==> src/design/cpuPkg.sv <==
package cpuPkg;

   typedef logic [15:0] word_t;
   typedef logic [15:0] addr_t;
   typedef logic [2:0]  regAddr_t;

   // Opcode in instruction bits 15..11
   typedef enum logic [4:0] {
      ADD   = 5'd0,
      ADDI  = 5'd1,
      ADDIB = 5'd2,
      ADC   = 5'd3,
      ADCI  = 5'd4
   } opcode_t;

   typedef enum logic {
      FnNOP,
      FnADD
   } aluFunc_t;

   // Execute controls, all from the exe1 decode
   typedef struct packed {
      aluFunc_t aluFunc;
      logic     op2Sel;   // Register or immediate
      logic     immSel;   // Sign-extended imm5 or zero-extended imm8
      logic     useCarry;
      logic     rs1Sel;   // Read port 1 takes rd
      logic     regWe;
      logic     flagWe;
      logic     pcWe;
   } ctrl_t;

   // Bus strobes plus the fetch-side enables
   typedef struct packed {
      logic ale;
      logic nME;
      logic nOE;
      logic nWE;
      logic enb;
      logic pcEn;
      logic irWe;
   } busCtrl_t;

   localparam logic Op2Reg   = 1'b0;
   localparam logic Op2Imm   = 1'b1;
   localparam logic ImmSext5 = 1'b0;
   localparam logic ImmZext8 = 1'b1;

   // Instruction field positions
   localparam int OpMsb   = 15;
   localparam int OpLsb   = 11;
   localparam int RdMsb   = 10;
   localparam int RdLsb   = 8;
   localparam int Rs1Msb  = 7;
   localparam int Rs1Lsb  = 5;
   localparam int Rs2Msb  = 4;
   localparam int Rs2Lsb  = 2;
   localparam int Imm5Msb = 4;
   localparam int Imm8Msb = 7;

   localparam int NumRegs = 8;

endpackage

==> src/design/aluUnit.sv <==
`timescale 1ns/100ps

module aluUnit import cpuPkg::*; (
   input  logic  Clock,
   input  logic  nReset,
   input  ctrl_t Ctrl,
   input  word_t Instr,
   input  word_t ReadData1,
   input  word_t ReadData2,
   output word_t Result,
   output logic  Carry
);

   word_t       immExt;
   word_t       operand2;
   logic        carryIn;
   logic [16:0] sum;
   logic        carryFlag;

   always_comb begin
      if (Ctrl.immSel == ImmZext8) begin
         immExt = {{(15 - Imm8Msb){1'b0}}, Instr[Imm8Msb:0]};
      end else begin
         immExt = {{(15 - Imm5Msb){Instr[Imm5Msb]}}, Instr[Imm5Msb:0]};
      end
   end

   assign operand2 = (Ctrl.op2Sel == Op2Imm) ? immExt : ReadData2;
   assign carryIn  = Ctrl.useCarry & carryFlag;

   always_comb begin
      case (Ctrl.aluFunc)
         FnADD:   sum = {1'b0, ReadData1} + {1'b0, operand2} + 17'(carryIn);
         default: sum = {1'b0, ReadData1};
      endcase
   end

   assign Result = sum[15:0];
   assign Carry  = sum[16];   // New carry, ahead of the flag register

   always_ff @(posedge Clock or negedge nReset) begin
      if (!nReset) begin
         carryFlag <= 1'b0;
      end else if (Ctrl.flagWe) begin
         carryFlag <= sum[16];
      end
   end

   assert property (@(posedge Clock) disable iff (!nReset)
      Ctrl.flagWe |-> !$isunknown(Result));

endmodule

==> src/design/cpuCore.sv <==
`timescale 1ns/100ps

module cpuCore import cpuPkg::*; (
   input  logic     Clock,
   input  logic     nReset,
   input  word_t    BusIn,
   output addr_t    BusOut,
   output logic     Ale,
   output logic     nMe,
   output logic     nOe,
   output logic     nWe,
   output logic     Enb,
   output logic     WbValid,
   output regAddr_t WbAddr,
   output word_t    WbData,
   output logic     WbCarry
);

   word_t    instr;
   ctrl_t    ctrl;
   busCtrl_t bus;
   logic     execute;
   regAddr_t rd;
   regAddr_t rs1;
   regAddr_t rs2;
   word_t    readData1;
   word_t    readData2;
   word_t    result;
   logic     carry;

   // Register fields of the held instruction
   assign rd  = instr[RdMsb:RdLsb];
   assign rs1 = instr[Rs1Msb:Rs1Lsb];
   assign rs2 = instr[Rs2Msb:Rs2Lsb];

   sequencer uSequencer (.Clock, .nReset, .Instr(instr), .Ctrl(ctrl), .Bus(bus),
                         .Execute(execute));

   fetchUnit uFetchUnit (.Clock, .nReset, .Bus(bus), .PcWe(ctrl.pcWe), .BusIn,
                         .BusOut, .Instr(instr));

   aluUnit uAluUnit (.Clock, .nReset, .Ctrl(ctrl), .Instr(instr), .ReadData1(readData1),
                     .ReadData2(readData2), .Result(result), .Carry(carry));

   registerFile uRegisterFile (.Clock, .nReset, .Ctrl(ctrl), .Rd(rd), .Rs1(rs1), .Rs2(rs2),
                               .WriteData(result), .ReadData1(readData1),
                               .ReadData2(readData2));

   assign Ale = bus.ale;
   assign nMe = bus.nME;
   assign nOe = bus.nOE;
   assign nWe = bus.nWE;
   assign Enb = bus.enb;

   // Write trace, valid in exe1
   assign WbValid = ctrl.regWe;
   assign WbAddr  = rd;
   assign WbData  = result;
   assign WbCarry = carry;

   // Every execute cycle advances the PC and the next fetch starts at once
   assert property (@(posedge Clock) disable iff (!nReset)
      execute |-> ctrl.pcWe ##1 Ale);

endmodule

==> src/design/fetchUnit.sv <==
`timescale 1ns/100ps

module fetchUnit import cpuPkg::*; (
   input  logic     Clock,
   input  logic     nReset,
   input  busCtrl_t Bus,
   input  logic     PcWe,
   input  word_t    BusIn,
   output addr_t    BusOut,
   output word_t    Instr
);

   addr_t pc;
   word_t dataLatch;
   word_t instrReg;

   always_ff @(posedge Clock or negedge nReset) begin
      if (!nReset) begin
         pc <= '0;
      end else if (PcWe) begin
         pc <= pc + addr_t'(1);
      end
   end

   // Captures the memory word at the end of fet3
   always_ff @(posedge Clock) begin
      if (Bus.enb) begin
         dataLatch <= BusIn;
      end
   end

   always_ff @(posedge Clock) begin
      if (Bus.irWe) begin
         instrReg <= dataLatch;
      end
   end

   assign BusOut = Bus.pcEn ? pc : '0;   // Address phase only
   assign Instr  = instrReg;

   // Address and read phases never overlap
   assert property (@(posedge Clock) disable iff (!nReset)
      !(Bus.ale && !Bus.nOE));

endmodule

==> src/design/registerFile.sv <==
`timescale 1ns/100ps

module registerFile import cpuPkg::*; (
   input  logic     Clock,
   input  logic     nReset,
   input  ctrl_t    Ctrl,
   input  regAddr_t Rd,
   input  regAddr_t Rs1,
   input  regAddr_t Rs2,
   input  word_t    WriteData,
   output word_t    ReadData1,
   output word_t    ReadData2
);

   word_t    regs [NumRegs];
   regAddr_t readAddr1;

   // ADDIB reads its own destination
   assign readAddr1 = Ctrl.rs1Sel ? Rd : Rs1;

   assign ReadData1 = regs[readAddr1];
   assign ReadData2 = regs[Rs2];

   always_ff @(posedge Clock or negedge nReset) begin
      if (!nReset) begin
         for (int i = 0; i < NumRegs; i++) begin
            regs[i] <= '0;
         end
      end else if (Ctrl.regWe) begin
         regs[Rd] <= WriteData;
      end
   end

endmodule

==> src/design/sequencer.sv <==
`timescale 1ns/100ps

module sequencer import cpuPkg::*; (
   input  logic     Clock,
   input  logic     nReset,
   input  word_t    Instr,
   output ctrl_t    Ctrl,
   output busCtrl_t Bus,
   output logic     Execute
);

   typedef enum logic {
      StFetch,
      StExecute
   } state_t;

   typedef enum logic [1:0] {
      Fet1,
      Fet2,
      Fet3,
      Fet4
   } fetchSub_t;

   state_t    state;
   fetchSub_t fetchSub;
   opcode_t   opcode;

   assign opcode  = opcode_t'(Instr[OpMsb:OpLsb]);
   assign Execute = (state == StExecute);

   always_ff @(posedge Clock or negedge nReset) begin
      if (!nReset) begin
         state    <= StFetch;
         fetchSub <= Fet1;
      end else begin
         case (state)
            StFetch: begin
               case (fetchSub)
                  Fet1: fetchSub <= Fet2;
                  Fet2: fetchSub <= Fet3;
                  Fet3: fetchSub <= Fet4;
                  Fet4: begin
                     fetchSub <= Fet1;
                     state    <= StExecute;
                  end
                  default: fetchSub <= Fet1;
               endcase
            end
            StExecute: state <= StFetch;   // Single execute cycle
            default:   state <= StFetch;
         endcase
      end
   end

   // Bus strobes per fetch sub-state
   always_comb begin
      Bus = '{ale: 1'b0, nME: 1'b1, nOE: 1'b1, nWE: 1'b1, enb: 1'b0,
              pcEn: 1'b0, irWe: 1'b0};
      if (state == StFetch) begin
         case (fetchSub)
            Fet1: begin
               Bus.ale  = 1'b1;
               Bus.pcEn = 1'b1;   // PC onto the bus
            end
            Fet2: begin
               Bus.nME = 1'b0;
               Bus.nOE = 1'b0;
            end
            Fet3: begin
               Bus.nME = 1'b0;
               Bus.nOE = 1'b0;
               Bus.enb = 1'b1;    // Latch the read word
            end
            Fet4: Bus.irWe = 1'b1;
            default: ;
         endcase
      end
   end

   // Execute decode
   always_comb begin
      Ctrl = '{aluFunc: FnNOP, op2Sel: Op2Reg, immSel: ImmSext5, useCarry: 1'b0,
               rs1Sel: 1'b0, regWe: 1'b0, flagWe: 1'b0, pcWe: 1'b0};
      if (state == StExecute) begin
         Ctrl.pcWe = 1'b1;
         if (opcode inside {ADD, ADDI, ADDIB, ADC, ADCI}) begin
            Ctrl.aluFunc = FnADD;
            Ctrl.regWe   = 1'b1;
            Ctrl.flagWe  = 1'b1;
         end
         case (opcode)
            ADDI: Ctrl.op2Sel = Op2Imm;
            ADDIB: begin
               Ctrl.op2Sel = Op2Imm;
               Ctrl.immSel = ImmZext8;
               Ctrl.rs1Sel = 1'b1;   // rd is also the source
            end
            ADC: Ctrl.useCarry = 1'b1;
            ADCI: begin
               Ctrl.op2Sel   = Op2Imm;
               Ctrl.useCarry = 1'b1;
            end
            default: ;   // ADD and undefined use the defaults
         endcase
      end
   end

   // Instruction register loads once, right before execute
   assert property (@(posedge Clock) disable iff (!nReset)
      Bus.irWe |-> fetchSub == Fet4 ##1 Execute);

   assert property (@(posedge Clock) disable iff (!nReset)
      Ctrl.regWe |-> Execute ##1 Bus.ale);

endmodule

==> config.mk <==
export PLATFORM = sky130hd
export DESIGN_NAME = cpuCore
export DESIGN_NICKNAME = d
export VERILOG_FILES = /design/src/design/cpuPkg.sv /design/src/design/aluUnit.sv /design/src/design/cpuCore.sv /design/src/design/fetchUnit.sv /design/src/design/registerFile.sv /design/src/design/sequencer.sv
export SDC_FILE = /design/constraint.sdc
export NUM_CORES = 1
export LEC_CHECK = 0
export ABC_CLOCK_PERIOD_IN_PS = 7100
export CAP_MARGIN = 0
export CORE_MARGIN = 10
export CORE_UTILIZATION = 45
export DETAILED_ROUTE_END_ITERATION = 16
export DONT_BUFFER_PORTS = 1
export PLACE_DENSITY_LB_ADDON = 0.15
export RECOVER_POWER = 100
export SLEW_MARGIN = 10
export SYNTH_ARGS = -nofsm -noshare
export SYNTH_HDL_FRONTEND = slang
export SYNTH_HIERARCHICAL = 1
export SYNTH_SLANG_ARGS = --single-unit
==> constraint.sdc <==
create_clock -name Clock -period 7.1 [get_ports Clock]
set_input_delay 1.42 -clock Clock [delete_from_list [all_inputs] [get_ports Clock]]
set_output_delay 1.42 -clock Clock [all_outputs]
set_load 0.05 [all_outputs]
==> summary.md <==
| Metric | Value |
|---|---|
| Status | `complete, but fails checks` |
| Failing checks | `capacitance limit, slew limit` |
| CP arrival | `approximately 5.4 ns` |
| Pre-CTS setup slack | `0.707 ns` |
| Vias/cell | `5.99` |
| GPL Wtd Cong | `0.904` |
| Seq cells post-synth | `180` |
| Vias in the first global route | `~7500` |
| Static Leak | `5.04 nW` |
| R2r endpoint | `uRegisterFile/regs[25]` |
| Main synth FF type | `dfrtp_1` |
| Reg2Reg Depth | `16` |
| Period utilization | `96.3%` |
| Via count | `7611` |
| R2r setup slk | `approximately 1.4 ns` |
| Tmin final | `between 6 and 7 ns` |
| Seq/Total Area, Yosys | `43.3%` |
| Ant diodes | `0` |
| Type of the worst min-delay path | `flop to flop` |
| First-pass GRT wire length | `45300 um` |
| Slew headroom | `-44.1%` |
| Pwr Total | `0.00236 W` |
| CTS tree | `done` |
| Worst path max stage delay | `0.69 ns` |
| Critical path, cell by cell | `or3b_4, nor4_2, buf_4, mux2_4, a21o_4, a21oi_1, a311o_1, inv_1, fa_1, fa_1, nor2b_1, o21ai_0, a21oi_1, o21a_1, nor3_1, o31ai_4` |
| Worst Path Required | `5.68 ns` |
| CTS Sinks | `180` |
| Hold endpoint | `uFetchUnit/Instr[5]` |
| Fin worst setup slack | `0.262 ns` |
| Total Routing Usage GR | `18.9%` |
| Startpoint types | `flop` |
| Remaining DRCs | `0` |
| Die width | `175 um` |
| Clk slew on worst S/H paths | `0.08 ns` |
| Num CTS Buffers | `17` |
| Post-synth EDFFs | `32` |
| CTS hold repair buffers | `0` |
| Yosys Warn Count | `6` |
| Slew @ Worst Pin | `2.16 ns` |
| Initial Util | `45.8%` |
| Antenna violations before repair | `0` |
| Drt first pass iters | `5` |
| Distinct cells, synth | `73` |
| Num ports | `60` |
| Final setup TNS | `0 ns` |
| CP max FO | `17` |
| Post-synth top cells | `mux2_2 (151), dfrtp_1 (148), nand2_1 (102)` |
| Core Box Area | `0.0235 mm2` |
| Root Buffer | `clkbuf_16` |
| Fraction of layout cells with a size suffix above 1 | `27.9%` |
| DR WL/cell | `22.7 um` |
| Worst vdd ir | `0.132 mV` |
| Netlist Area Pre-Place | `0.0108 mm2` |
| Slowest CP cell | `o31ai_4` |
| Final hold viol count | `0` |
| Max-cap viol count | `2` |
| Row count | `56` |
| Yosys top cell by area | `dfrtp_1` |
| Synth Net Count | `992` |
| Die height | `between 150 and 200 um` |
| Area Growth Syn to Fin | `8.11%` |
| Slew Limit Fails | `41` |
| Reg-to-reg startpoint | `uFetchUnit/Instr[15]` |
| Die area | `around 0.03 mm2` |
| Post-DRT Antenna Nets | `0` |
| Count leader, synth | `mux2_2` |
| Hold Path Stages | `0` |
| RSZ-0062 raised after global routing | `true` |
| Area contributors post-synth | `dfrtp_1 (34%), mux2_2 (16%), edfxtp_1 (8.9%), mux4_2 (6.7%), nand2_1 (3.6%)` |
| Largest net degree at the start of global routing | `149` |
| Total gr overflow | `0` |
| Routed wire length | `28800 um` |
| Yosys top cell area share | `34.4%` |
| Min-delay src | `uFetchUnit/dataLatch[5]` |
| Power Density | `202 mW/mm2` |
| Async SR Flop Fraction | `between 80 and 90%` |
| # setup viols final | `0` |
| Final Util | `49.5%` |
| Clk buf depth | `2` |
| Syn Inst Count | `952` |
| Nets | `978` |
| Number of DRC markers in iteration 0 | `811` |
| Final Skew | `approximately 0.015 ns` |
| Mapped Avg Cell Area | `11.3 um2` |
| HPWL after DPL | `about 19000 um` |
| Crit. End Element | `primary output` |
| Fmax | `146 MHz` |
| CTS H-tree depth | `4` |
| # port buffers | `0` |
| Clock Latency Late Sink | `0.44 ns` |
| Crit path kind | `flop to primary output` |
[flip-flops by register name (all words and copies together) (netlist names)]
name                  flops
uFetchUnit/dataLatch     16
uRegisterFile/regs      128
uSequencer/fetchSub       2
uFetchUnit/Instr         16
uAluUnit/carryFlag        1
uSequencer/Execute        1
uFetchUnit/pc            16
[cell usage in the layout (no fill, tap or decap), types with 7 or more instances in the layout]
master     synthesis  final
dfrtp_1          148    148
mux2_2           151    145
nand2_1          102    102
nor2_1            76     75
a21oi_1           50     52
o21ai_0           44     44
edfxtp_1          32     32
mux4_2            32     32
buf_4             19     28
ha_1              20     20
inv_1             19     19
clkbuf_16          0     17
o211ai_1          17     17
a311o_1           17     17
and2_0             0     16
o22a_1            16     16
xor2_1            12     12
xnor2_1           10     10
mux2_1             3      9
nand4_1            8      8
o21a_1             7      7
nand3_1            7      7
nor3_1             7      7
[worst max-delay path: cells and delay by family, from the launching register on]
kind | cells | cell delay [ns]
AOI/OAI and AO/OA | 7 | 2.07
adders and majority gates | 2 | 0.88
and+or+nand+nor | 4 | 0.87
muxes | 1 | 0.44
DFF | 1 | 0.38
buffers and inverters | 2 | 0.32
[through the flow]
step | cell area [um2] | std cells | hold WS (ns)
final | 11700 | 1270 | 0.423
after global routing | 11700 | 1270 | 0.430
after CTS | 11800 | 1270 | 0.421
after detailed placement | 11100 | 1238 | 0.405
after global placement | 11100 | 1238 | 0.402
after floorplan | 10800 | 952 | 0.400
[worst max-delay path by stage]
stage	from	to	slack, ns	cells after the start
floorplan	uSequencer/Execute	WbData[12]	0.36	18
global route	uFetchUnit/Instr[15]	WbData[12]	-0.03	16
global placement	uFetchUnit/Instr[15]	WbData[12]	0.77	16
detailed placement	uFetchUnit/Instr[15]	WbData[12]	0.71	16
CTS	uFetchUnit/Instr[15]	WbData[12]	0.21	16
finish	uFetchUnit/Instr[15]	WbData[12]	0.26	16
[what timing repair did]
action | 4_1_cts | 5_1_grt
setup endpoints to repair | 0 | 2
gates resized for setup | 0 | 1
setup buffers | 0 | 0
[cell families after synthesis]
logic type	share of synthesized area, %
mux	23.6
other cells	0.0348
xor+xnor	1.79
compound gates	11.6
flops	43.3
fa+ha+maj	2.69
buf+inv	4.19
simple gates	12.8
[power by group]
part	switching [W]	internal [W]	total [W]
clock	0.000484	0.000479	0.000963
combinational	0.000189	0.000105	0.000294
sequential	0.0000283	0.00107	0.00110
[per-layer routing]
layer	GRT usage (%)	wire (um)	vias up
met5	0	0	-
met4	3.53	239	0
met3	4.59	1790	16
met2	30.3	13700	224
met1	25.8	13100	3903
li1	-	-	3468
[cell type report]
cell class | count | area, um2
Fill cell | 2185 | 11900
Multi-Input combinational cell | 686 | 5690
Sequential cell | 180 | 4660
Clock buffer | 17 | 425
Tap cell | 319 | 399
Timing Repair Buffer | 32 | 225
Clock inverter | 15 | 176
Inverter | 21 | 78.8
Power figures use the tool's default switching activity.
